[src/source/rv32v_mem_pkg.sv]
// Shared types for the vector memory stage; VLEN, RAM depth and hit latency are fixed here
package rv32v_mem_pkg;

  // Vector register length in bits
  localparam int unsigned VLEN = 128;

  // Data RAM depth in words and its word index width
  localparam int unsigned RAM_WORDS = 256;
  localparam int unsigned RAM_AW = $clog2(RAM_WORDS);

  // Cycles from a request to its hit
  localparam int unsigned DHIT_LATENCY = 2;
  localparam int unsigned DHIT_CNT_W = $clog2(DHIT_LATENCY + 1);

  // Data word, also used for addresses
  typedef logic [31:0] word_t;

  // Byte enables of one word access
  typedef logic [3:0] byte_ena_t;

  // Element width code: 0 = 8 bit, 1 = 16 bit, 2 = 32 bit
  typedef logic [1:0] eew_t;

  // Register group multiplier code: 0..3 stand for 1, 2, 4, 8
  typedef logic [1:0] vlmul_t;

  // Vector register index
  typedef logic [4:0] vreg_t;

  // Element offset within a register group
  typedef logic [4:0] woffset_t;

  // Vector length
  typedef logic [31:0] vl_t;

  // Scheduler FSM
  typedef enum logic [1:0] {
    IDLE,
    LANE0,
    LANE1,
    DONE
  } sched_state_t;

endpackage

[src/source/rv32v_memory_stage.sv]
// Memory stage without a hazard unit; busy stalls the writeback latch and flush clears it
module rv32v_memory_stage
  import rv32v_mem_pkg::*;
(
  input  logic         CLK,
  input  logic         nRST,
  input  logic         flush,
  // Execute side
  input  logic         ena,
  input  logic         load_ena,
  input  logic         store_ena,
  input  logic         config_ena,
  input  eew_t         eew,
  input  logic [1:0]   lane_wen,
  input  word_t        aluresult0,
  input  word_t        aluresult1,
  input  word_t        storedata0,
  input  word_t        storedata1,
  input  woffset_t     woffset0,
  input  woffset_t     woffset1,
  input  vreg_t        vd,
  input  logic         rd_wen,
  input  logic [4:0]   rd_sel,
  input  word_t        rd_data,
  input  vl_t          avl,
  input  word_t        next_vtype,
  // From scheduler and RAM
  input  word_t        dmemload,
  input  logic         arrived0,
  input  logic         busy,
  input  logic         exception,
  // To scheduler
  output logic         as_start,
  output logic         as_load_ena,
  output logic         as_store_ena,
  output eew_t         as_eew,
  output logic [1:0]   as_lane_wen,
  output word_t        as_addr0,
  output word_t        as_addr1,
  output word_t        as_storedata0,
  output word_t        as_storedata1,
  // Writeback latch
  output logic         wb_ena,
  output word_t        wb_wdat0,
  output word_t        wb_wdat1,
  output logic [1:0]   wb_wen,
  output woffset_t     wb_woffset0,
  output woffset_t     wb_woffset1,
  output vreg_t        wb_vd,
  output logic         wb_rd_wen,
  output logic [4:0]   wb_rd_sel,
  output word_t        wb_rd_data,
  // Vector configuration
  output vl_t          vl,
  output eew_t         sew,
  output vlmul_t       lmul
);

  word_t  data0;
  word_t  load0;
  word_t  wdat0;
  word_t  wdat1;
  eew_t   new_sew;
  vlmul_t new_lmul;
  vl_t    vlmax;
  vl_t    new_vl;
  logic   cfg_we;

  // Shift the addressed element down and clear bits above eew
  function automatic word_t align_load(word_t w, logic [1:0] off, eew_t e);
    word_t s;
    s = w >> {off, 3'b000};
    case (e)
      2'd0:    s = {24'd0, s[7:0]};
      2'd1:    s = {16'd0, s[15:0]};
      default: s = s;
    endcase
    return s;
  endfunction

  assign as_start      = ena && (load_ena || store_ena) && !flush;
  assign as_load_ena   = load_ena;
  assign as_store_ena  = store_ena;
  assign as_eew        = eew;
  assign as_lane_wen   = lane_wen;
  assign as_addr0      = aluresult0;
  assign as_addr1      = aluresult1;
  assign as_storedata0 = storedata0;
  assign as_storedata1 = storedata1;

  // Lane 0 buffer, bypassed when lane 0 is also the last hit
  always_ff @(posedge CLK) begin
    if (arrived0) begin
      data0 <= dmemload;
    end
  end

  assign load0 = arrived0 ? dmemload : data0;

  assign wdat0 = load_ena ? align_load(load0, aluresult0[1:0], eew) : aluresult0;
  assign wdat1 = load_ena ? align_load(dmemload, aluresult1[1:0], eew) : aluresult1;

  // VLMAX = VLEN / (8 << sew) * (1 << lmul)
  assign new_sew  = next_vtype[1:0];
  assign new_lmul = next_vtype[4:3];
  assign vlmax    = (vl_t'(VLEN) >> (3 + new_sew)) << new_lmul;
  assign new_vl   = (avl < vlmax) ? avl : vlmax;
  assign cfg_we   = ena && config_ena && !flush;

  // Latch control
  always_ff @(posedge CLK, negedge nRST) begin
    if (!nRST) begin
      wb_ena    <= 1'b0;
      wb_wen    <= 2'b00;
      wb_rd_wen <= 1'b0;
    end else if (flush) begin
      wb_ena    <= 1'b0;
      wb_wen    <= 2'b00;
      wb_rd_wen <= 1'b0;
    end else if (!busy) begin
      wb_ena    <= ena;
      wb_wen    <= exception ? 2'b00 : lane_wen;
      wb_rd_wen <= rd_wen;
    end
  end

  // Latch payload
  always_ff @(posedge CLK) begin
    if (flush) begin
      wb_wdat0    <= '0;
      wb_wdat1    <= '0;
      wb_woffset0 <= '0;
      wb_woffset1 <= '0;
      wb_vd       <= '0;
      wb_rd_sel   <= '0;
      wb_rd_data  <= '0;
    end else if (!busy) begin
      wb_wdat0    <= wdat0;
      wb_wdat1    <= wdat1;
      wb_woffset0 <= woffset0;
      wb_woffset1 <= woffset1;
      wb_vd       <= vd;
      wb_rd_sel   <= rd_sel;
      // vsetvl returns the granted vl to rd
      wb_rd_data  <= config_ena ? new_vl : rd_data;
    end
  end

  // vl and vtype
  always_ff @(posedge CLK, negedge nRST) begin
    if (!nRST) begin
      vl   <= '0;
      sew  <= '0;
      lmul <= '0;
    end else if (cfg_we) begin
      vl   <= new_vl;
      sew  <= new_sew;
      lmul <= new_lmul;
    end
  end

endmodule

[config.mk]
export PLATFORM = sky130hd
export DESIGN_NAME = rv32v_memory_stage
export DESIGN_NICKNAME = d
export VERILOG_FILES = /design/src/source/rv32v_mem_pkg.sv /design/src/source/rv32v_memory_stage.sv
export SDC_FILE = /design/constraint.sdc
export NUM_CORES = 1
export LEC_CHECK = 0
export BUFFER_PORTS_ARGS = -buffer_cell sky130_fd_sc_hd__clkbuf_2
export CAP_MARGIN = 20
export CELL_PAD_IN_SITES_DETAIL_PLACEMENT = 0
export CELL_PAD_IN_SITES_GLOBAL_PLACEMENT = 1
export CORE_AREA = 4 4 225 227
export CTS_BUF_LIST = sky130_fd_sc_hd__clkbuf_8
export DETAILED_ROUTE_END_ITERATION = 10
export DIE_AREA = 0 0 229 231
export PLACE_DENSITY_LB_ADDON = 0.1
export SLEW_MARGIN = 20
export SYNTH_ARGS = -nofsm -noshare
export SYNTH_HDL_FRONTEND = slang
export SYNTH_SLANG_ARGS = --single-unit
[constraint.sdc]
create_clock -name CLK -period 1.3 [get_ports CLK]
set_clock_uncertainty 0.05 [all_clocks]
set_input_delay 0.065 -clock CLK [delete_from_list [all_inputs] [get_ports CLK]]
set_output_delay 0.065 -clock CLK [all_outputs]
set_load 0.03 [all_outputs]
== Yosys cells after proc, flatten, opt, wreduce, memory -nomap -nowiden ==
Cells that the tools add are included.

* Flip-flop bits (word level): 188
* Input bits: 291
* Output and inout port bits: 291

* Order comparisons: 1
* Equal/unequal tests: 2
* Muxes and demuxes: 14
* Add/subtract/negate cells: 1
* Reduce and logical (&&, ||, !) cells: 7
* Shifts and indexed selects: 4

{| class="wikitable"
|+ Operator list
! kind !! number
|-
| 2-to-1 mux 32 bit || 5
|-
| case mux 32 bit (2 select lines) || 2
|-
| >> shifter 32 x 5 -> 32 bit || 2
|-
| < comparator 32 bit || 1
|-
| << shifter 32 x 2 -> 32 bit || 1
|-
| >> shifter 8 x 3 -> 32 bit, first input constant || 1
|-
| 2-to-1 mux 2 bit || 3
|-
| logical AND 1 bit || 4
|-
| 2-to-1 mux 1 bit || 4
|-
| adder 2 x 2 -> 3 bit, first input constant || 1
|-
| == test 2 x 1 -> 1 bit, second input constant || 1
|-
| logical NOT 2 bit || 1
|-
| inequality test 2 bit, second input constant || 1
|-
| logical NOT 1 bit || 1
|-
| logical OR 1 bit || 1
|}

== Depth between registers and ports, before layout ==
* Depth after elaboration: 6
* Mapped depth: 11

== Least setup slack after synthesis ==
No wires, ideal clock.

* Kind: input port to flip-flop
* Start: input next_vtype[0]
* End: register vl[2]
* Path slack: -0.838 ns
* Stages: 8
* Library setup time: 0.104 ns
* Arrival time: 1.984 ns
* Path through: nand2b_1 > nand2b_1 > ha_1 > and3_1 > nor4_1 > nand4_1 > or4_1 > o311ai_1

* Longest elaborated chain between the ends: 5

{| class="wikitable"
|+ RTL lines
! element !! line !! RTL
|-
| from (decl) || rv32v_memory_stage.sv:26 || <nowiki>input word_t next_vtype,</nowiki>
|-
| adder 2 x 2 -> 3 bit (*) || rv32v_memory_stage.sv:106 || <nowiki>assign vlmax = (vl_t'(VLEN) >> (3 + new_sew)) << new_lmul;</nowiki>
|-
| >> shifter 8 x 3 -> 32 bit (*) || rv32v_memory_stage.sv:106 ||
|-
| << shifter 32 x 2 -> 32 bit (*) || rv32v_memory_stage.sv:106 ||
|-
| < comparator 32 bit || rv32v_memory_stage.sv:107 || <nowiki>assign new_vl = (avl < vlmax) ? avl : vlmax;</nowiki>
|-
| 2-to-1 mux 32 bit (*) || rv32v_memory_stage.sv:107 ||
|-
| to (signal assigned) || rv32v_memory_stage.sv:156 || <nowiki>vl <= new_vl;</nowiki>
|-
| to (decl) || rv32v_memory_stage.sv:54 || <nowiki>output vl_t vl,</nowiki>
|}

Mark *: on every way between the ends. The rest lies on a longest branch, timed or not.
A chain may end at the register's enable or synchronous reset.

== Final worst setup path ==
* Start: input next_vtype[3]
* End: register vl[2]

* Longest elaborated chain between the ends: 3

{| class="wikitable"
|+ RTL lines
! element !! line
|-
| << shifter 32 x 2 -> 32 bit (*) || rv32v_memory_stage.sv:106
|-
| < comparator 32 bit || rv32v_memory_stage.sv:107
|-
| 2-to-1 mux 32 bit (*) || rv32v_memory_stage.sv:107
|}

Marked as above.

==> impl_results.md <==
* Simple-gate share of the synthesized area at 0.146
* Max-Cap Viols at 0
* CP required at 1.73 ns
* Routed len/inst at 20.2 um
* Syn Inst Count at 1049
* Post-DP HPWL at 34500 um
* Root buf cell: clkbuf_8
* Reg2reg setup slack at -0.22 ns
* Crit path DAT at 2.03 ns
* Nets in the synthesized netlist at 1346
* IO buf count at 425
* Number of antenna violations at the first check in global routing at 2
* Max clock buf depth at 2
* CTS tree: built
* Post-synth ARST share at 0.213
* Overall Global Routing Usage at 0.175
* CTS Buf Count at 17
* H-tree depth at 4
* Number of flops mapped to enable cells by yosys at 0
* Setup crit start kind: input port
* Distinct cells, synth at 57
* Pre-CTS WS at -0.979 ns
* Critical Path, Cell by Cell: clkbuf_16 -> nand2b_4 -> buf_4 -> o22ai_4 -> inv_2 -> ha_4 -> a21oi_4 -> a21oi_4 -> buf_6 -> or4_4 -> o311ai_4
* Slowest cell on crit path: or4_4
* Syn. warnings at 0
* Crit path max fanout at 5
* Sequential fraction of the synthesis area at 0.404
* Status: finished, violations left
* HP Class: input port to flop
* Worst hold endpoint: vl[6]$_DFFE_PN0P_
* First-pass GRT wire length at 69900 um
* RSZ-0062 raised after global routing: true
* Vias/cell at 4.38
* Clk pin slew, worst setup/hold paths at 0.12 ns
* Main combinational cell family by area after synthesis: multiplexers
* Pre-antenna DRT Iters at 4
* WL final at 46700 um
* Drt drc at 0
* Slew Limit Fails at 0
* CP Class: input port to flop
* DIE HEIGHT at 231 um
* Fin crit period at 1.60 ns
* Max VDD drop at 0.000530 V
* Gp weighted congestion at 0.789
* Vias in the first global route at 11.1k
* FF-to-FF path depth at 6
* Share of cells above drive strength 1 at 0.534
* Critical path endpoint category: flop
* Critical path's most frequent cell: a21oi_4
* Row cnt at 81
* Fmax at 625 MHz
* Post-Synth XOR/XNOR Area at 0.000892
* Worst-Margin Slew at 1.00 ns
* Leakage power total at 0.00801 uW
* Starting density of the core at 0.202
* Cell area after synthesis at 0.00982 mm^2
* Mux cell area share after synthesis at 0.159
* PD cells at 883 mW/mm^2
* Largest net degree at the start of global routing at 117
* Yosys reg bits at 188
* Post-synth top flop: dfxtp_1
* Most frequent cells in the layout: 248 x clkbuf_2, 194 x dlygate4sd3_1, 164 x buf_4
* Chip width at 229 um
* WHS Path Cells at 5
* Synth Area in Compound Gates at 0.146
* Synth Area in Adders at 0.00765
* Nets at 1977
* Total number of vias at 10.2k
* Final hold violation count at 6
* Placed insts at 2064
* Hold Startpoint: avl[16]
* Max incr delay on CP at 0.55 ns
* Fin cells at 2316
* Area growth, synth to finish at 83.2%
* Min Hold Slack at -0.0487 ns
* # setup viols final at 40
* Post-DRT Antenna Nets at 0
* Core area at 0.0486 mm^2
* Most common cell after layout, fill and taps aside: clkbuf_2
* Drt initial violations at 332
* Clk sinks at 188
* Fin crit share at 1.23
* Violated checks: negative hold slack, negative setup slack
* Gr ovfl total at 0
* Final worst slack at -0.300 ns
* Clock Latency Late Sink at 0.57 ns
* Worst reg2reg path endpoint: wb_wdat0[13]$_SDFFE_PP0N_
* DIE AREA at 0.0529 mm^2
* Headroom to the max-slew limit at 0.332
* Mean Syn Cell Area at 9.36 um^2
* # IOs at 582
* R2R Path Start: data0[21]$_DFF_P_
[Yosys cell counts, types with 4 or more instances]
cell | count | share of area
o21ai_1 | 24 | 0.012
nand4_1 | 4 | 0.0025
nor3_1 | 9 | 0.0046
buf_2 | 6 | 0.0031
or4_1 | 6 | 0.0046
o22ai_1 | 13 | 0.0083
mux4_2 | 22 | 0.050
nor2b_1 | 5 | 0.0032
buf_4 | 135 | 0.10
nor4_1 | 8 | 0.0051
nand2_1 | 97 | 0.037
o221ai_1 | 4 | 0.0036
o311ai_1 | 7 | 0.0062
a21oi_1 | 52 | 0.027
nor2_1 | 107 | 0.041
inv_1 | 5 | 0.0019
clkbuf_1 | 53 | 0.020
nand2b_1 | 12 | 0.0076
and2_1 | 25 | 0.016
o21ai_0 | 4 | 0.0020
mux2_2 | 33 | 0.038
dfxtp_1 | 148 | 0.30
mux2i_1 | 68 | 0.069
a221oi_1 | 10 | 0.0089
dfrtp_1 | 40 | 0.10
nand3_1 | 14 | 0.0071
buf_1 | 16 | 0.0061
a2bb2oi_1 | 7 | 0.0062
o2bb2ai_1 | 16 | 0.014
a211oi_1 | 10 | 0.0076
a311oi_1 | 6 | 0.0054
nand3b_1 | 5 | 0.0038
a22oi_1 | 34 | 0.026
ha_1 | 6 | 0.0076
a31oi_1 | 5 | 0.0032
a32oi_1 | 6 | 0.0054
[final cells by class]
class / count / area [um^2]
fillers: 4955 / 30700
repair buffers: 823 / 7500
multi-input cells: 642 / 5200
flip-flops and latches: 188 / 4090
well taps: 622 / 778
clock buffers: 17 / 234
clock inverters: 15 / 149
inverters: 8 / 30.0
diodes: 1 / 2.50
[power breakdown]
| part | leakage (uW) | internal [uW] | switching (uW) | total [uW] |
|---|---|---|---|---|
| Combinational | 0.00601 | 2620 | 2580 | 5200 |
| Sequential | 0.00180 | 6170 | 259 | 6430 |
| Clock | 0.000193 | 1700 | 2550 | 4250 |
| Total | 0.00801 | 10500 | 5390 | 15900 |
[registers in the layout, summed over array words and instances, names as in the netlist]
signal	flops
data0	32
wb_woffset0	5
wb_woffset1	5
vl	32
sew	2
wb_wdat0	32
wb_rd_wen	1
wb_wen	2
wb_wdat1	32
lmul	2
wb_ena	1
wb_rd_sel	5
wb_rd_data	32
wb_vd	5
[stage by stage]
step	hold WS (ns)	total power [uW]	cell area, um^2	setup TNS, ns	utilization
floorplan	-0.281	9030	10000	-7.97	-
global placement	0.0144	10500	13100	-25.74	0.270
detailed placement	0.0163	10500	13100	-27.21	0.270
CTS	-0.139	16100	17700	-7.65	0.363
global route	-0.0724	16800	18000	-8.62	0.370
finish	-0.0487	15900	18000	-5.41	0.370
[worst max-delay path: cells and delay by family]
family                     cells  cell delay, ns
buffers and inverters          4            0.52
adders and majority gates      1            0.24
and+or+nand+nor                2            0.70
AOI/OAI and AO/OA              4            0.52
[kinds of logic after synthesis]
| kind of cell | after synthesis |
|---|---|
| buffers and inverters | 219 |
| AO/OA/AOI/OAI | 206 |
| multiplexers | 124 |
| adder cells (fa/ha/maj) | 6 |
| XOR/XNOR | 1 |
| AND/OR/NAND/NOR | 305 |
| flip-flops | 188 |
[timing repair]
item	CTS	global route
cloned	1	0
setup endpoints to repair	197	107
hold endpoints to repair	204	11
pin swaps	25	28
setup buffers	26	5
hold buffers	204	4
resized for setup	487	114
[how the worst max path moves through the flow]
| stage | startpoint | endpoint | slack (ns) | cells after the start |
|---|---|---|---|---|
| 2_1_floorplan | avl[19] | vl[2]$_DFFE_PN0P_ | -0.57 | 5 |
| 3_3_place_gp | next_vtype[1] | vl[6]$_DFFE_PN0P_ | -0.92 | 11 |
| 3_5_place_dp | next_vtype[1] | vl[7]$_DFFE_PN0P_ | -0.98 | 11 |
| 4_1_cts | data0[16]$_DFF_P_ | wb_wdat0[0]$_SDFFE_PP0N_ | -0.24 | 5 |
| 5_1_grt | data0[21]$_DFF_P_ | wb_wdat0[13]$_SDFFE_PP0N_ | -0.32 | 6 |
| 6_report | next_vtype[3] | vl[2]$_DFFE_PN0P_ | -0.30 | 11 |
[layer usage]
layer  track usage  part of all wire  up-vias
li1              -                 -     4891
met4        0.0533             0.017        2
met1         0.214              0.43     4891
met3        0.0470             0.056       53
met5             0           0.00015        -
met2         0.300              0.50      318
No activity file was read; power rests on OpenSTA's default activity.
