## src/source/rv32v_mem_pkg.sv

```systemverilog
// Shared types for the vector memory stage; VLEN, RAM depth and hit latency are fixed here
package rv32v_mem_pkg;

  // Vector register length in bits
  localparam int unsigned VLEN = 128;

  // Data RAM depth in words and its word index width
  localparam int unsigned RAM_WORDS = 256;
  localparam int unsigned RAM_AW = $clog2(RAM_WORDS);

  // Cycles from a request to its hit
  localparam int unsigned DHIT_LATENCY = 2;
  localparam int unsigned DHIT_CNT_W = $clog2(DHIT_LATENCY + 1);

  // Data word, also used for addresses
  typedef logic [31:0] word_t;

  // Byte enables of one word access
  typedef logic [3:0] byte_ena_t;

  // Element width code: 0 = 8 bit, 1 = 16 bit, 2 = 32 bit
  typedef logic [1:0] eew_t;

  // Register group multiplier code: 0..3 stand for 1, 2, 4, 8
  typedef logic [1:0] vlmul_t;

  // Vector register index
  typedef logic [4:0] vreg_t;

  // Element offset within a register group
  typedef logic [4:0] woffset_t;

  // Vector length
  typedef logic [31:0] vl_t;

  // Scheduler FSM
  typedef enum logic [1:0] {
    IDLE,
    LANE0,
    LANE1,
    DONE
  } sched_state_t;

endpackage

```

## src/source/address_scheduler.sv

```systemverilog
// Serializes two lanes onto one data port; upstream must hold all inputs while busy is high
module address_scheduler
  import rv32v_mem_pkg::*;
(
  input  logic         CLK,
  input  logic         nRST,
  input  logic         start,
  input  logic         load_ena,
  input  logic         store_ena,
  input  eew_t         eew,
  input  logic [1:0]   lane_wen,
  input  word_t        addr0,
  input  word_t        addr1,
  input  word_t        storedata0,
  input  word_t        storedata1,
  input  logic         dhit,
  output logic         ren,
  output logic         wen,
  output byte_ena_t    byte_ena,
  output word_t        final_addr,
  output word_t        final_storedata,
  output logic         arrived0,
  output logic         busy,
  output logic         exception
);

  sched_state_t state, next_state;

  logic  in_lane;
  logic  mis0;
  logic  mis1;
  logic  accept;
  word_t lane_addr;
  word_t lane_data;

  // Byte enables from element width and byte offset
  function automatic byte_ena_t lane_byte_ena(eew_t e, logic [1:0] off);
    byte_ena_t be;
    case (e)
      2'd0:    be = 4'b0001 << off;
      2'd1:    be = off[1] ? 4'b1100 : 4'b0011;
      default: be = 4'b1111;
    endcase
    return be;
  endfunction

  // Replicate the element into every byte slot it may land in
  function automatic word_t lane_store(eew_t e, word_t d);
    word_t w;
    case (e)
      2'd0:    w = {4{d[7:0]}};
      2'd1:    w = {2{d[15:0]}};
      default: w = d;
    endcase
    return w;
  endfunction

  function automatic logic lane_misaligned(eew_t e, logic [1:0] off);
    logic bad;
    case (e)
      2'd0:    bad = 1'b0;
      2'd1:    bad = off[0];
      default: bad = (off != 2'b00);
    endcase
    return bad;
  endfunction

  // Only active lanes can fault
  assign mis0 = lane_wen[0] && lane_misaligned(eew, addr0[1:0]);
  assign mis1 = lane_wen[1] && lane_misaligned(eew, addr1[1:0]);

  assign exception = (state == IDLE) && start && (mis0 || mis1);
  assign accept    = (state == IDLE) && start && !(mis0 || mis1);

  always_ff @(posedge CLK, negedge nRST) begin
    if (!nRST) begin
      state <= IDLE;
    end else begin
      state <= next_state;
    end
  end

  always_comb begin
    next_state = state;
    case (state)
      IDLE: begin
        if (accept) begin
          if (lane_wen[0]) begin
            next_state = LANE0;
          end else if (lane_wen[1]) begin
            next_state = LANE1;
          end else begin
            next_state = DONE;
          end
        end
      end
      LANE0: begin
        if (dhit) begin
          next_state = lane_wen[1] ? LANE1 : IDLE;
        end
      end
      LANE1: begin
        if (dhit) begin
          next_state = IDLE;
        end
      end
      DONE: begin
        next_state = IDLE;
      end
      default: begin
        next_state = IDLE;
      end
    endcase
  end

  // Busy drops in the cycle of the last hit so the stage latches then
  always_comb begin
    case (state)
      IDLE:    busy = accept;
      LANE0:   busy = !(dhit && !lane_wen[1]);
      LANE1:   busy = !dhit;
      default: busy = 1'b0;
    endcase
  end

  assign in_lane  = (state == LANE0) || (state == LANE1);
  assign arrived0 = (state == LANE0) && dhit;

  assign lane_addr = (state == LANE1) ? addr1 : addr0;
  assign lane_data = (state == LANE1) ? storedata1 : storedata0;

  // Load wins if both enables are set
  assign ren = in_lane && load_ena;
  assign wen = in_lane && store_ena && !load_ena;

  assign byte_ena        = lane_byte_ena(eew, lane_addr[1:0]);
  assign final_addr      = {lane_addr[31:2], 2'b00};
  assign final_storedata = lane_store(eew, lane_data);

endmodule

```

## config.mk

```make
export PLATFORM = sky130hd
export DESIGN_NAME = address_scheduler
export DESIGN_NICKNAME = d
export VERILOG_FILES = /design/src/source/rv32v_mem_pkg.sv /design/src/source/address_scheduler.sv
export SDC_FILE = /design/constraint.sdc
export NUM_CORES = 1
export LEC_CHECK = 0
export ABC_AREA = 1
export BUFFER_PORTS_ARGS = -buffer_cell sky130_fd_sc_hd__buf_2
export CAP_MARGIN = 20
export CORE_AREA = 2 2 81 83
export DETAILED_ROUTE_END_ITERATION = 8
export DIE_AREA = 0 0 83 85
export GPL_ROUTABILITY_DRIVEN = 1
export HOLD_SLACK_MARGIN = 0.12
export PLACE_DENSITY = 0.77
export SYNTH_ARGS = -nofsm -noshare
export SYNTH_HDL_FRONTEND = slang
export SYNTH_SLANG_ARGS = --single-unit
```

## constraint.sdc

```tcl
create_clock -name CLK -period 1.3 [get_ports CLK]
set_input_delay 0.13 -clock CLK [delete_from_list [all_inputs] [get_ports CLK]]
set_output_delay 0.13 -clock CLK [all_outputs]
set_load 0.05 [all_outputs]
```

**After elaboration in Yosys (flattened, before gate mapping)**

Cells that the tools add are included.

- Register bits after elaboration: 2
- Bits of input ports: 138
- Output and inout bits: 73
- Word-level logic and storage cells: 46

- Eq/ne operators: 7
- Shift-type cells: 1
- Muxes and demuxes: 15
- Reduce and logical (&&, ||, !) cells: 22

Operator list:

| kind | number |
|---|---|
| two-way mux 32 bit | 2 |
| one-hot mux 32 bit (2 select lines) | 1 |
| logical AND 1 bit | 10 |
| two-way mux 2 bit | 5 |
| one-hot mux 2 bit (4 select lines) | 1 |
| one-hot mux 4 bit (2 select lines) | 1 |
| != test 2 bit (second input constant) | 3 |
| logical NOT 1 bit | 5 |
| equality test 2 x 1 -> 1 bit (second input constant) | 2 |
| equality test 2 bit (second input constant) | 2 |
| logical NOT 2 bit | 2 |
| two-way mux 4 bit | 1 |
| one-hot mux 1 bit (2 select lines) | 2 |
| nonzero test 2 bit | 2 |
| left shift 1 x 2 -> 4 bit (first input constant) | 1 |
| one-hot mux 1 bit (3 select lines) | 1 |
| AND reduction 3 bit | 1 |
| logical OR 1 bit | 2 |
| two-way mux 1 bit | 1 |

**Longest topological paths before layout**

Gate-level depths: netlist of run 1.

- Depth in word-level cells: 8
- Depth in mapped cells: 11

**Worst setup path after synthesis of run 1**

Ideal clock, no wire load.

- Path kind: reg-to-output
- Start point: register state[0]
- End point: output port final_storedata[12]
- Data arrival time: 2212 ps
- Data required time: 1170 ps
- Slack: -1042 ps
- Stages on the path, launching flop included: 9
- Path buffers: 2
- Cells stage by stage: dfrtp_1 > inv_1 > ha_1 > buf_4 > buf_6 > nand2_1 > nand2_1 > inv_1 > o21ai_0

- Word-level cells in the longest chain between the ends: 3

Ends and longest elaborated chain:

| item | RTL line | source |
|---|---|---|
| from (decl) | address_scheduler.sv:27 | `sched_state_t state, next_state;` |
| from (signal assigned) | address_scheduler.sv:79 | `state <= next_state;` |
| equality test 2 bit | address_scheduler.sv:130 | `assign lane_data = (state == LANE1) ? storedata1 : storedata0;` |
| two-way mux 32 bit | address_scheduler.sv:130 |  |
| one-hot mux 32 bit (2 select lines) | address_scheduler.sv:50 | `case (e)` |
| to (decl) | address_scheduler.sv:21 | `output word_t final_storedata,` |

No other way between the ends.

**Worst setup path after layout of run 1**

- Start point: register state[0]
- End point: output port byte_ena[1]

- Word-level cells in the longest chain between the ends: 4
- Elaborated cells on any way between the ends: 5
- Those cells by class: 1 x eq/ne; 1 x shift; 3 x mux

Ends and longest elaborated chain:

| item | RTL line | source |
|---|---|---|
| equality test 2 bit * | address_scheduler.sv:129 | `assign lane_addr = (state == LANE1) ? addr1 : addr0;` |
| two-way mux 32 bit * | address_scheduler.sv:129 |  |
| two-way mux 4 bit / left shift 1 x 2 -> 4 bit (equally long branches) | address_scheduler.sv:41, address_scheduler.sv:40 |  |
| one-hot mux 4 bit (2 select lines) * | address_scheduler.sv:39 | `case (e)` |
| to (decl) | address_scheduler.sv:19 | `output byte_ena_t byte_ena,` |

Every way passes the cells marked *; elsewhere a longest branch is shown, timed or not.

==> flow_summary.toml, run 1 <==
[outcome]
status = "complete, but fails checks"
violations = "setup timing"

[finish]
multi_input_area_um2 = 2090
max_flop_register = "state"
drive_above_1_share_pct = 75.8
fin_nets = 665
syn_to_final_growth_pct = 216
fill_cells = 475
regArea_um2 = 50.0
largest_reg_flops = 2
final_common_cell = "buf_2"
top_regs = "state (2)"
layout_common_cells = "buf_2, nand2_1, nand2_4"
antenna_cells = 0

[yosys]
syn_area_um2 = 1360
ys_seq_elements = 2
syn_avg_cell_area_um2 = 4.79
ys_warn_count = 0
seq_area_frac_synth_pct = 3.69
synth_cell_types = 22
netlist_instances = 283

[power]
p_sw_share_pct = 59.1
seqPwrFrac_pct = 1.3
combinationalPowerShare_pct = 96.0
p_leak_nw = 2.17
p_int_w = 0.00361
power.switching_w = 0.00522
finalPower_w = 0.00883
powerDensity_nw_per_um2 = 2060
ir_worst_vdd_mv = 1.81
pwr-share-clk_pct = 2.7

[setup_path]
max_stage_delay_ps = 380
path_common_cell = "buf_8"
rr_endpoint = "state[0]"
critPathBufInv = 4
cpMaxStageDelayCell = "dfrtp_1"
rr_startpoint = "state[1]"
arrival_ps = 1690
cp_top_family = "buffers and inverters"
path_cells = "inv_2 -> ha_4 -> buf_8 -> mux2i_1 -> or2_1 -> nand2_2 -> clkinvlp_4 -> buf_8"
cp-end-kind = "output pin"
crit_start = "state[0]"
r2r_cells = 14
ff2ff_setup_slack_ps = -440
path_class = "flop to output pin"
startpoint_type = "flop"
crit_fanout = 6
cp.required_ps = 1170

[die]
ios = 211
num_rows = 29
die_width_um = 83
dieArea_um2 = 7060
dieHeight_um = 85
fp.coreArea_um2 = 6200
start_util_pct = 21.9

[timing]
period_share_pct = 140
hold_viol_final = 0
fin_crit_ps = 1820
worst_slack_ps = -516
rsz0062_at_grt = "true"
max_clock_freq_mhz = 551
fin_worst_skew_ps = 3.26
setup_viol_count_final = 73
finalMaxSlewViolations = 0

[detailed_routing]
wl_per_cell_um = 14.5
drtIter0Drc = 46
routed_wl_um = 8690
drt-pass1-iter-count = 4
vias = 2824
final_antenna_net_count = 0
drc = 0
vias_per_cell = 4.73

[clock_network]
cts_buffer_depth = 2
clk_pin_slew_ps = 30
clock_latency_ps = 210
cts_sinks = 2
root_buffer = "clkbuf_8"
tritoncts = "built"
h-tree-depth = 1
numCtsBuffers = 3

[global_routing]
antenna_found_initial = 0
grt_usage_pct = 22.9
grt-ovfl-total = 0
grt_pass1_wl_um = 13300
grt_pass1_vias = 2952
grt_start_max_net_pins = 24

[place]
pre_cts_ws_ps = -385
port_buffers = 208
finalWeightedCongestion = 0.886
dp_hpwl_um = 6350

[min_path]
hold_path.class = "input port to async pin"

[flow_run]
maxCapViolCount = 0
## layer usage
metal / GRT usage [%] / share of wire (%)
met1: 23.3 / 33
met2: 46.4 / 57
met3: 4.47 / 7.2
met4: 7.30 / 2.2
met5: 0 / 0
## power groups by stage
| stage | logic [W] | registers (W) | clock network, W |
|---|---|---|---|
| after floorplan | 0.00525 | 0.000123 | 0 |
| after global routing | 0.00886 | 0.000119 | 0.000256 |
| after CTS | 0.00817 | 0.000112 | 0.000242 |
| final | 0.00848 | 0.000115 | 0.000238 |
| after global placement | 0.00667 | 0.000112 | 0 |
| after detailed placement | 0.00677 | 0.000114 | 0 |
## synth_stat cells
cell type  number  area (µm²)
nand2_1       158         593
o21ai_0        34         170
nor2_1         18        67.6
inv_1          15        56.3
buf_2          11        55.1
o221ai_1        8        70.1
mux2i_1         7        70.1
nand2_2         7        43.8
ha_1            5        62.6
buf_4           4        30.0
buf_6           2        22.5
dfrtp_1         2        50.1
nand3_1         2        10.0
or2_1           2        12.5
a21boi_0        1        7.51
a31oi_1         1        6.26
clkbuf_1        1        3.75
clkinv_1        1        3.75
conb_1          1        3.75
inv_2           1        3.75
nor2_2          1        6.26
o21bai_1        1        7.51
## worst max-delay path by stage
stage                                endpoint  slack [ps]  cells after the start
after floorplan           final_storedata[24]        -290                      6
after global placement    final_storedata[28]        -320                      8
after detailed placement  final_storedata[30]        -380                      7
after CTS                         byte_ena[1]        -500                      8
after global routing              byte_ena[1]        -610                      8
final                             byte_ena[1]        -520                      8
## area by class of cell
cell class	count	area share, %
Clock buffer	3	0.963
Inverter	17	1.87
Tap cell	77	2.25
Sequential cell	2	1.17
Timing Repair Buffer	251	45.1
Multi-Input combinational cell	247	48.7
## kinds of logic after synthesis
family	count (synthesis)	synth area share, %
AND/OR/NAND/NOR	188	54.1
buffers and inverters	35	12.9
other	1	0.276
AO/OA/AOI/OAI	45	19.3
multiplexers	7	5.17
flip-flops	2	3.69
adder cells (fa/ha/maj)	5	4.61
## per-stage QoR
| step | instances | hold slack, ps | TNS (ps) | area [µm²] | utilization [%] |
|---|---|---|---|---|---|
| finish | 597 | 251 | -28790 | 4290 | 69.1 |
| global route | 597 | 253 | -34280 | 4290 | 69.1 |
| CTS | 594 | 247 | -27790 | 4160 | 67.0 |
| detailed placement | 584 | -83.9 | -20860 | 3490 | 56.2 |
| global placement | 584 | -85.7 | -18390 | 3490 | 56.2 |
| floorplan | 284 | -166 | -8010 | 2170 | - |
## what timing repair did
action,4_1_cts,5_1_grt
buffers inserted,5,3
hold buffers,1,0
endpoints found under the setup margin,73,73
cloned,1,0
hold endpoints to repair,2,0
gates resized for setup,182,35
pin swaps,6,6
(Power assumes the default switching activity.)
==> inputs of run 2 (changes only) <==
SETUP_SLACK_MARGIN = 0.15   (was not set)
==> flow_summary.toml, run 2 (synthesized netlist as in run 1, its figures left out) <==
[timing]
setup_viol_count_final = 73
hold_ws_ps = 238
max_clock_freq_mhz = 545
rsz0062_at_grt = "true"
fin_crit_ps = 1830
hold_viol_final = 0
period_share_pct = 141
worst_slack_ps = -534
setup_tns_ps = -27410
finalMaxSlewViolations = 0
fin_worst_skew_ps = 0.169

[setup_path]
rr_startpoint = "state[1]"
rr_endpoint = "state[1]"
startpoint_type = "flop"
path_class = "flop to output pin"
cp.required_ps = 1170
crit_fanout = 11
critPathCapture = "final_storedata[30]"
ff2ff_setup_slack_ps = -240
cp-end-kind = "output pin"
arrival_ps = 1700
r2r_cells = 9
crit_start = "state[0]"

[die]
start_util_pct = 21.9
fp.coreArea_um2 = 6200
ios = 211
dieArea_um2 = 7060
dieHeight_um = 85
num_rows = 29
die_width_um = 83

[finish]
final_common_cell = "buf_2"
layout_common_cells = "buf_2, nand2_1, nand2_4"
fill_cells = 420
max_flop_register = "state"
instances_no_fill = 599
drive_above_1_share_pct = 77.8
top_regs = "state (2)"
fin_nets = 667
final_core_util_pct = 73.8
antenna_cells = 0
syn_to_final_growth_pct = 238
largest_reg_flops = 2

[detailed_routing]
final_antenna_net_count = 0
drtIter0Drc = 53
vias_per_cell = 4.70
routed_wl_um = 9120
wl_per_cell_um = 15.2
vias = 2818
drt-pass1-iter-count = 4
drc = 0

[clock_network]
h-tree-depth = 1
cts_sinks = 2
clock_latency_ps = 210
numCtsBuffers = 3
clk_pin_slew_ps = 30
cts_buffer_depth = 2
root_buffer = "clkbuf_8"
tritoncts = "built"

[power]
p_leak_nw = 2.33
powerDensity_nw_per_um2 = 2090
ir_worst_vdd_mv = 1.27
finalPower_w = 0.00958

[place]
port_buffers = 208
finalWeightedCongestion = 0.855
dp_hpwl_um = 6330
placed_cells = 580

[global_routing]
grt_usage_pct = 24.4
antenna_found_initial = 0
grt_start_max_net_pins = 23
grt_pass1_wl_um = 14300
grt-ovfl-total = 0
grt_pass1_vias = 3034

[min_path]
hold_path.class = "input port to async pin"

[outcome]
status = "complete, but fails checks"
violations = "setup timing"

[flow_run]
maxCapViolCount = 0
==> run 2: cell count changes in the layout (fill, tap and decap cells not counted), moves of 4 or more <==
cell	change
o21ai_0	-7
nand2_1	-15
nand2_2	+6
buf_4	-14
buf_6	-6
o21ai_1	+9
inv_2	-4
buf_8	+15
nand2_4	+7
buf_12	+6
==> run 2: worst max-delay path, stage by stage, from the launching register on <==
cell and delay, ps:
dfrtp_1 370, inv_2 80, ha_4 160, buf_12 150, buf_12 140, mux2i_4 290
o221ai_4 120, buf_6 160
==> run 2: metal layers <==
metal / track usage, % / wire (µm)
met1: 24.9 / 3060
met2: 48.5 / 5110
met3: 4.18 / 601
met4: 10.6 / 354
met5: 0 / 0
==> run 2: layout make-up <==
type / count / area, µm² / share of cell area, %
Clock buffer: 3 / 41.3 / 0.901
Inverter: 17 / 85.1 / 1.86
Multi-Input combinational cell: 247 / 2170 / 47.4
Sequential cell: 2 / 50.0 / 1.09
Tap cell: 77 / 96.3 / 2.10
Timing Repair Buffer: 253 / 2140 / 46.7
==> run 2: how the worst min path moves through the flow <==
stage	depth (start not counted)	start	endpoint
global placement	1	nRST	state[0]
global route	2	nRST	state[1]
floorplan	0	nRST	state[0]
detailed placement	1	nRST	state[0]
CTS	2	nRST	state[1]
finish	2	nRST	state[1]
==> run 2: timing repair <==
item / 4_1_cts / 5_1_grt
hold buffers: 1 / 0
pin swaps: 2 / 1
hold endpoints to repair: 2 / 0
setup endpoints to repair: 73 / 73
buffers inserted: 12 / 1
gates resized for setup: 239 / 20
gates cloned: 2 / 0
==> run 2: per-stage QoR <==
step                      instance area, µm²  worst slack (ps)
after detailed placement                3530              -495
after global placement                  3530              -419
after floorplan                         2220              -290
final                                   4580              -534
after CTS                               4510              -548
after global routing                    4580              -616
==> run 2: report_power, final <==
group	internal (W)	switching [W]	leakage, nW
registers	0.0000914	0.0000219	0.0254
clock network	0.000196	0.0000458	0.0216
logic	0.00386	0.00537	2.29
==> inputs of run 3 (changes only) <==
ABC_AREA = not set   (was 1)
CORE_AREA = 2 2 83 85   (was 2 2 81 83)
DIE_AREA = 0 0 85 87   (was 0 0 83 85)
PLACE_DENSITY = 0.76   (was 0.77)
==> flow_summary.toml, run 3 <==
[outcome]
status = "complete, but fails checks"
violations = "setup timing"

[yosys]
synth_most_common_cell = "mux2_2"
ys_seq_elements = 2
ys_async_sr_fraction_pct = 100
yosys-top-cells-area = "mux2_2, mux2i_1, nor2_1"
ys.flop_type = "dfrtp_1"
synth_top_area_cell = "mux2_2"
ys_warn_count = 0
syn_area_um2 = 1480
netlist_instances = 199
synth_cell_types = 32
synth_edf_count = 0
synth_common_cells = "mux2_2, nor2_1, nand2_1"
syn_avg_cell_area_um2 = 7.42
netlist.area_leader.share_pct = 35.1
seq_area_frac_synth_pct = 3.39

[setup_path]
r2r_cells = 8
cp-end-kind = "output pin"
cpMaxStageDelayCell = "dfrtp_1"
ff2ff_setup_slack_ps = -410
rr_endpoint = "state[1]"
path_common_cell = "buf_6"
cp.required_ps = 1170
arrival_ps = 1790
crit_fanout = 11
path_class = "flop to output pin"
max_stage_delay_ps = 370
rr_startpoint = "state[1]"
path_cells = "inv_2 -> ha_4 -> buf_12 -> mux2_4 -> buf_6 -> nor2_4 -> a21oi_4 -> buf_6"
startpoint_type = "flop"
crit_start = "state[0]"

[finish]
syn_to_final_growth_pct = 194
instances_no_fill = 527
final_area_um2 = 4340
layout_common_cells = "buf_2, buf_4, buf_6"
largest_reg_flops = 2
fin_nets = 592
max_flop_register = "state"
top_regs = "state (2)"
final_common_cell = "buf_2"
drive_above_1_share_pct = 91.5
antenna_cells = 0

[min_path]
hold_path.class = "input port to async pin"

[place]
place_area_um2 = 3480
placed_cells = 515
dp_hpwl_um = 6260
finalWeightedCongestion = 0.916
port_buffers = 208

[die]
fp.coreArea_um2 = 6570
dieArea_um2 = 7400
die_width_um = 85
start_util_pct = 22.5
num_rows = 30
dieHeight_um = 87
ios = 211

[flow_run]
maxCapViolCount = 0

[detailed_routing]
final_antenna_net_count = 0
drt-pass1-iter-count = 4
routed_wl_um = 8290
drtIter0Drc = 62
vias = 2552
vias_per_cell = 4.84
drc = 0
wl_per_cell_um = 15.7

[power]
p_int_w = 0.00425
powerDensity_nw_per_um2 = 2100
seqPwrFrac_pct = 1.3
p_sw_share_pct = 53.3
ir_worst_vdd_mv = 1.58
power.switching_w = 0.00485
combinationalPowerShare_pct = 96.0
p_leak_nw = 2.02
pwr-share-clk_pct = 2.7

[clock_network]
cts_buffer_depth = 2
cts_sinks = 2
numCtsBuffers = 3
tritoncts = "built"
clock_latency_ps = 210
h-tree-depth = 1
root_buffer = "clkbuf_8"
clk_pin_slew_ps = 30

[global_routing]
grt_pass1_vias = 2584
grt-ovfl-total = 0
grt_start_max_net_pins = 25
grt_usage_pct = 19.6
antenna_found_initial = 1
grt_pass1_wl_um = 11700

[timing]
worst_slack_ps = -619
max_clock_freq_mhz = 521
fin_worst_skew_ps = 1.88
finalMaxSlewViolations = 0
setup_viol_count_final = 73
fin_crit_ps = 1920
hold_viol_final = 0
period_share_pct = 148
rsz0062_at_grt = "true"
[run 3: changes by cell type after synthesis, moves of 8 or more]
cell | before | now
o221ai_1 | 8 | 0
mux2_2 | 0 | 46
inv_1 | 15 | 3
o21ai_0 | 34 | 17
mux2i_1 | 7 | 19
nand2_1 | 158 | 23
a21oi_1 | 0 | 17
[run 3: worst max-delay path, delay by kind of cell, from the launching register on]
family | cells | cell delay, ps
flip-flops | 1 | 370
buffers and inverters | 4 | 530
multiplexers | 1 | 360
AND/OR/NAND/NOR | 1 | 90
AO/OA/AOI/OAI | 1 | 40
adder cells (fa/ha/maj) | 1 | 170
[run 3: layer usage]
metal	GRT usage, %	routed length (µm)	vias to the layer above
met5	0	13	-
met2	40.3	4770	134
li1	-	-	1203
met3	2.94	561	28
met1	20.3	2720	1185
met4	5.05	235	2
[run 3: how the worst max path moves through the flow]
stage / cells past startpoint / to
after detailed placement: 6 / final_storedata[26]
after CTS: 7 / final_storedata[22]
final: 8 / final_storedata[9]
after global routing: 7 / final_storedata[22]
after global placement: 7 / final_storedata[16]
after floorplan: 8 / final_storedata[27]
[run 3: cell families after synthesis]
kind of cell	share of synthesized area (%)
compound gates	17.7
fa+ha+maj	4.24
buf+inv	8.39
flops	3.39
mux	48.0
other cells	0.254
simple gates	18.1
[run 3: per-stage QoR]
step           total power [W]  utilization (%)  setup slack, ps  TNS, ps  hold slack (ps)
2_1_floorplan          0.00546                -             -417   -16910             -166
3_3_place_gp           0.00685             53.0             -440   -24410            -79.1
3_5_place_dp           0.00694             53.0             -476   -25640            -75.2
4_1_cts                0.00842             61.5             -621   -37720              239
5_1_grt                0.00949             66.0             -680   -42470              250
6_report               0.00910             66.0             -619   -37980              247
[run 3: timing repair]
item	4_1_cts	5_1_grt
hold buffers	1	0
endpoints found under the hold margin	2	0
endpoints found under the setup margin	73	73
resized for setup	125	48
pin swaps	6	4
cloned	1	1
setup buffers	5	1
[run 3: power groups by stage]
stage | Sequential, W | Clock (W) | Combinational, W
after floorplan | 0.000136 | 0 | 0.00532
after global placement | 0.000125 | 0 | 0.00673
after detailed placement | 0.000128 | 0 | 0.00681
after CTS | 0.000120 | 0.000250 | 0.00805
after global routing | 0.000125 | 0.000258 | 0.00910
final | 0.000122 | 0.000245 | 0.00873
[run 3: layout make-up]
| cell class | instances | area (µm²) |
|---|---|---|
| timing repair buffer | 261 | 1860 |
| tap | 80 | 100 |
| fill | 497 | 2230 |
| sequential | 2 | 50.0 |
| inverter | 3 | 13.8 |
| clock buffer | 3 | 41.3 |
| multi-input combinational | 178 | 2270 |
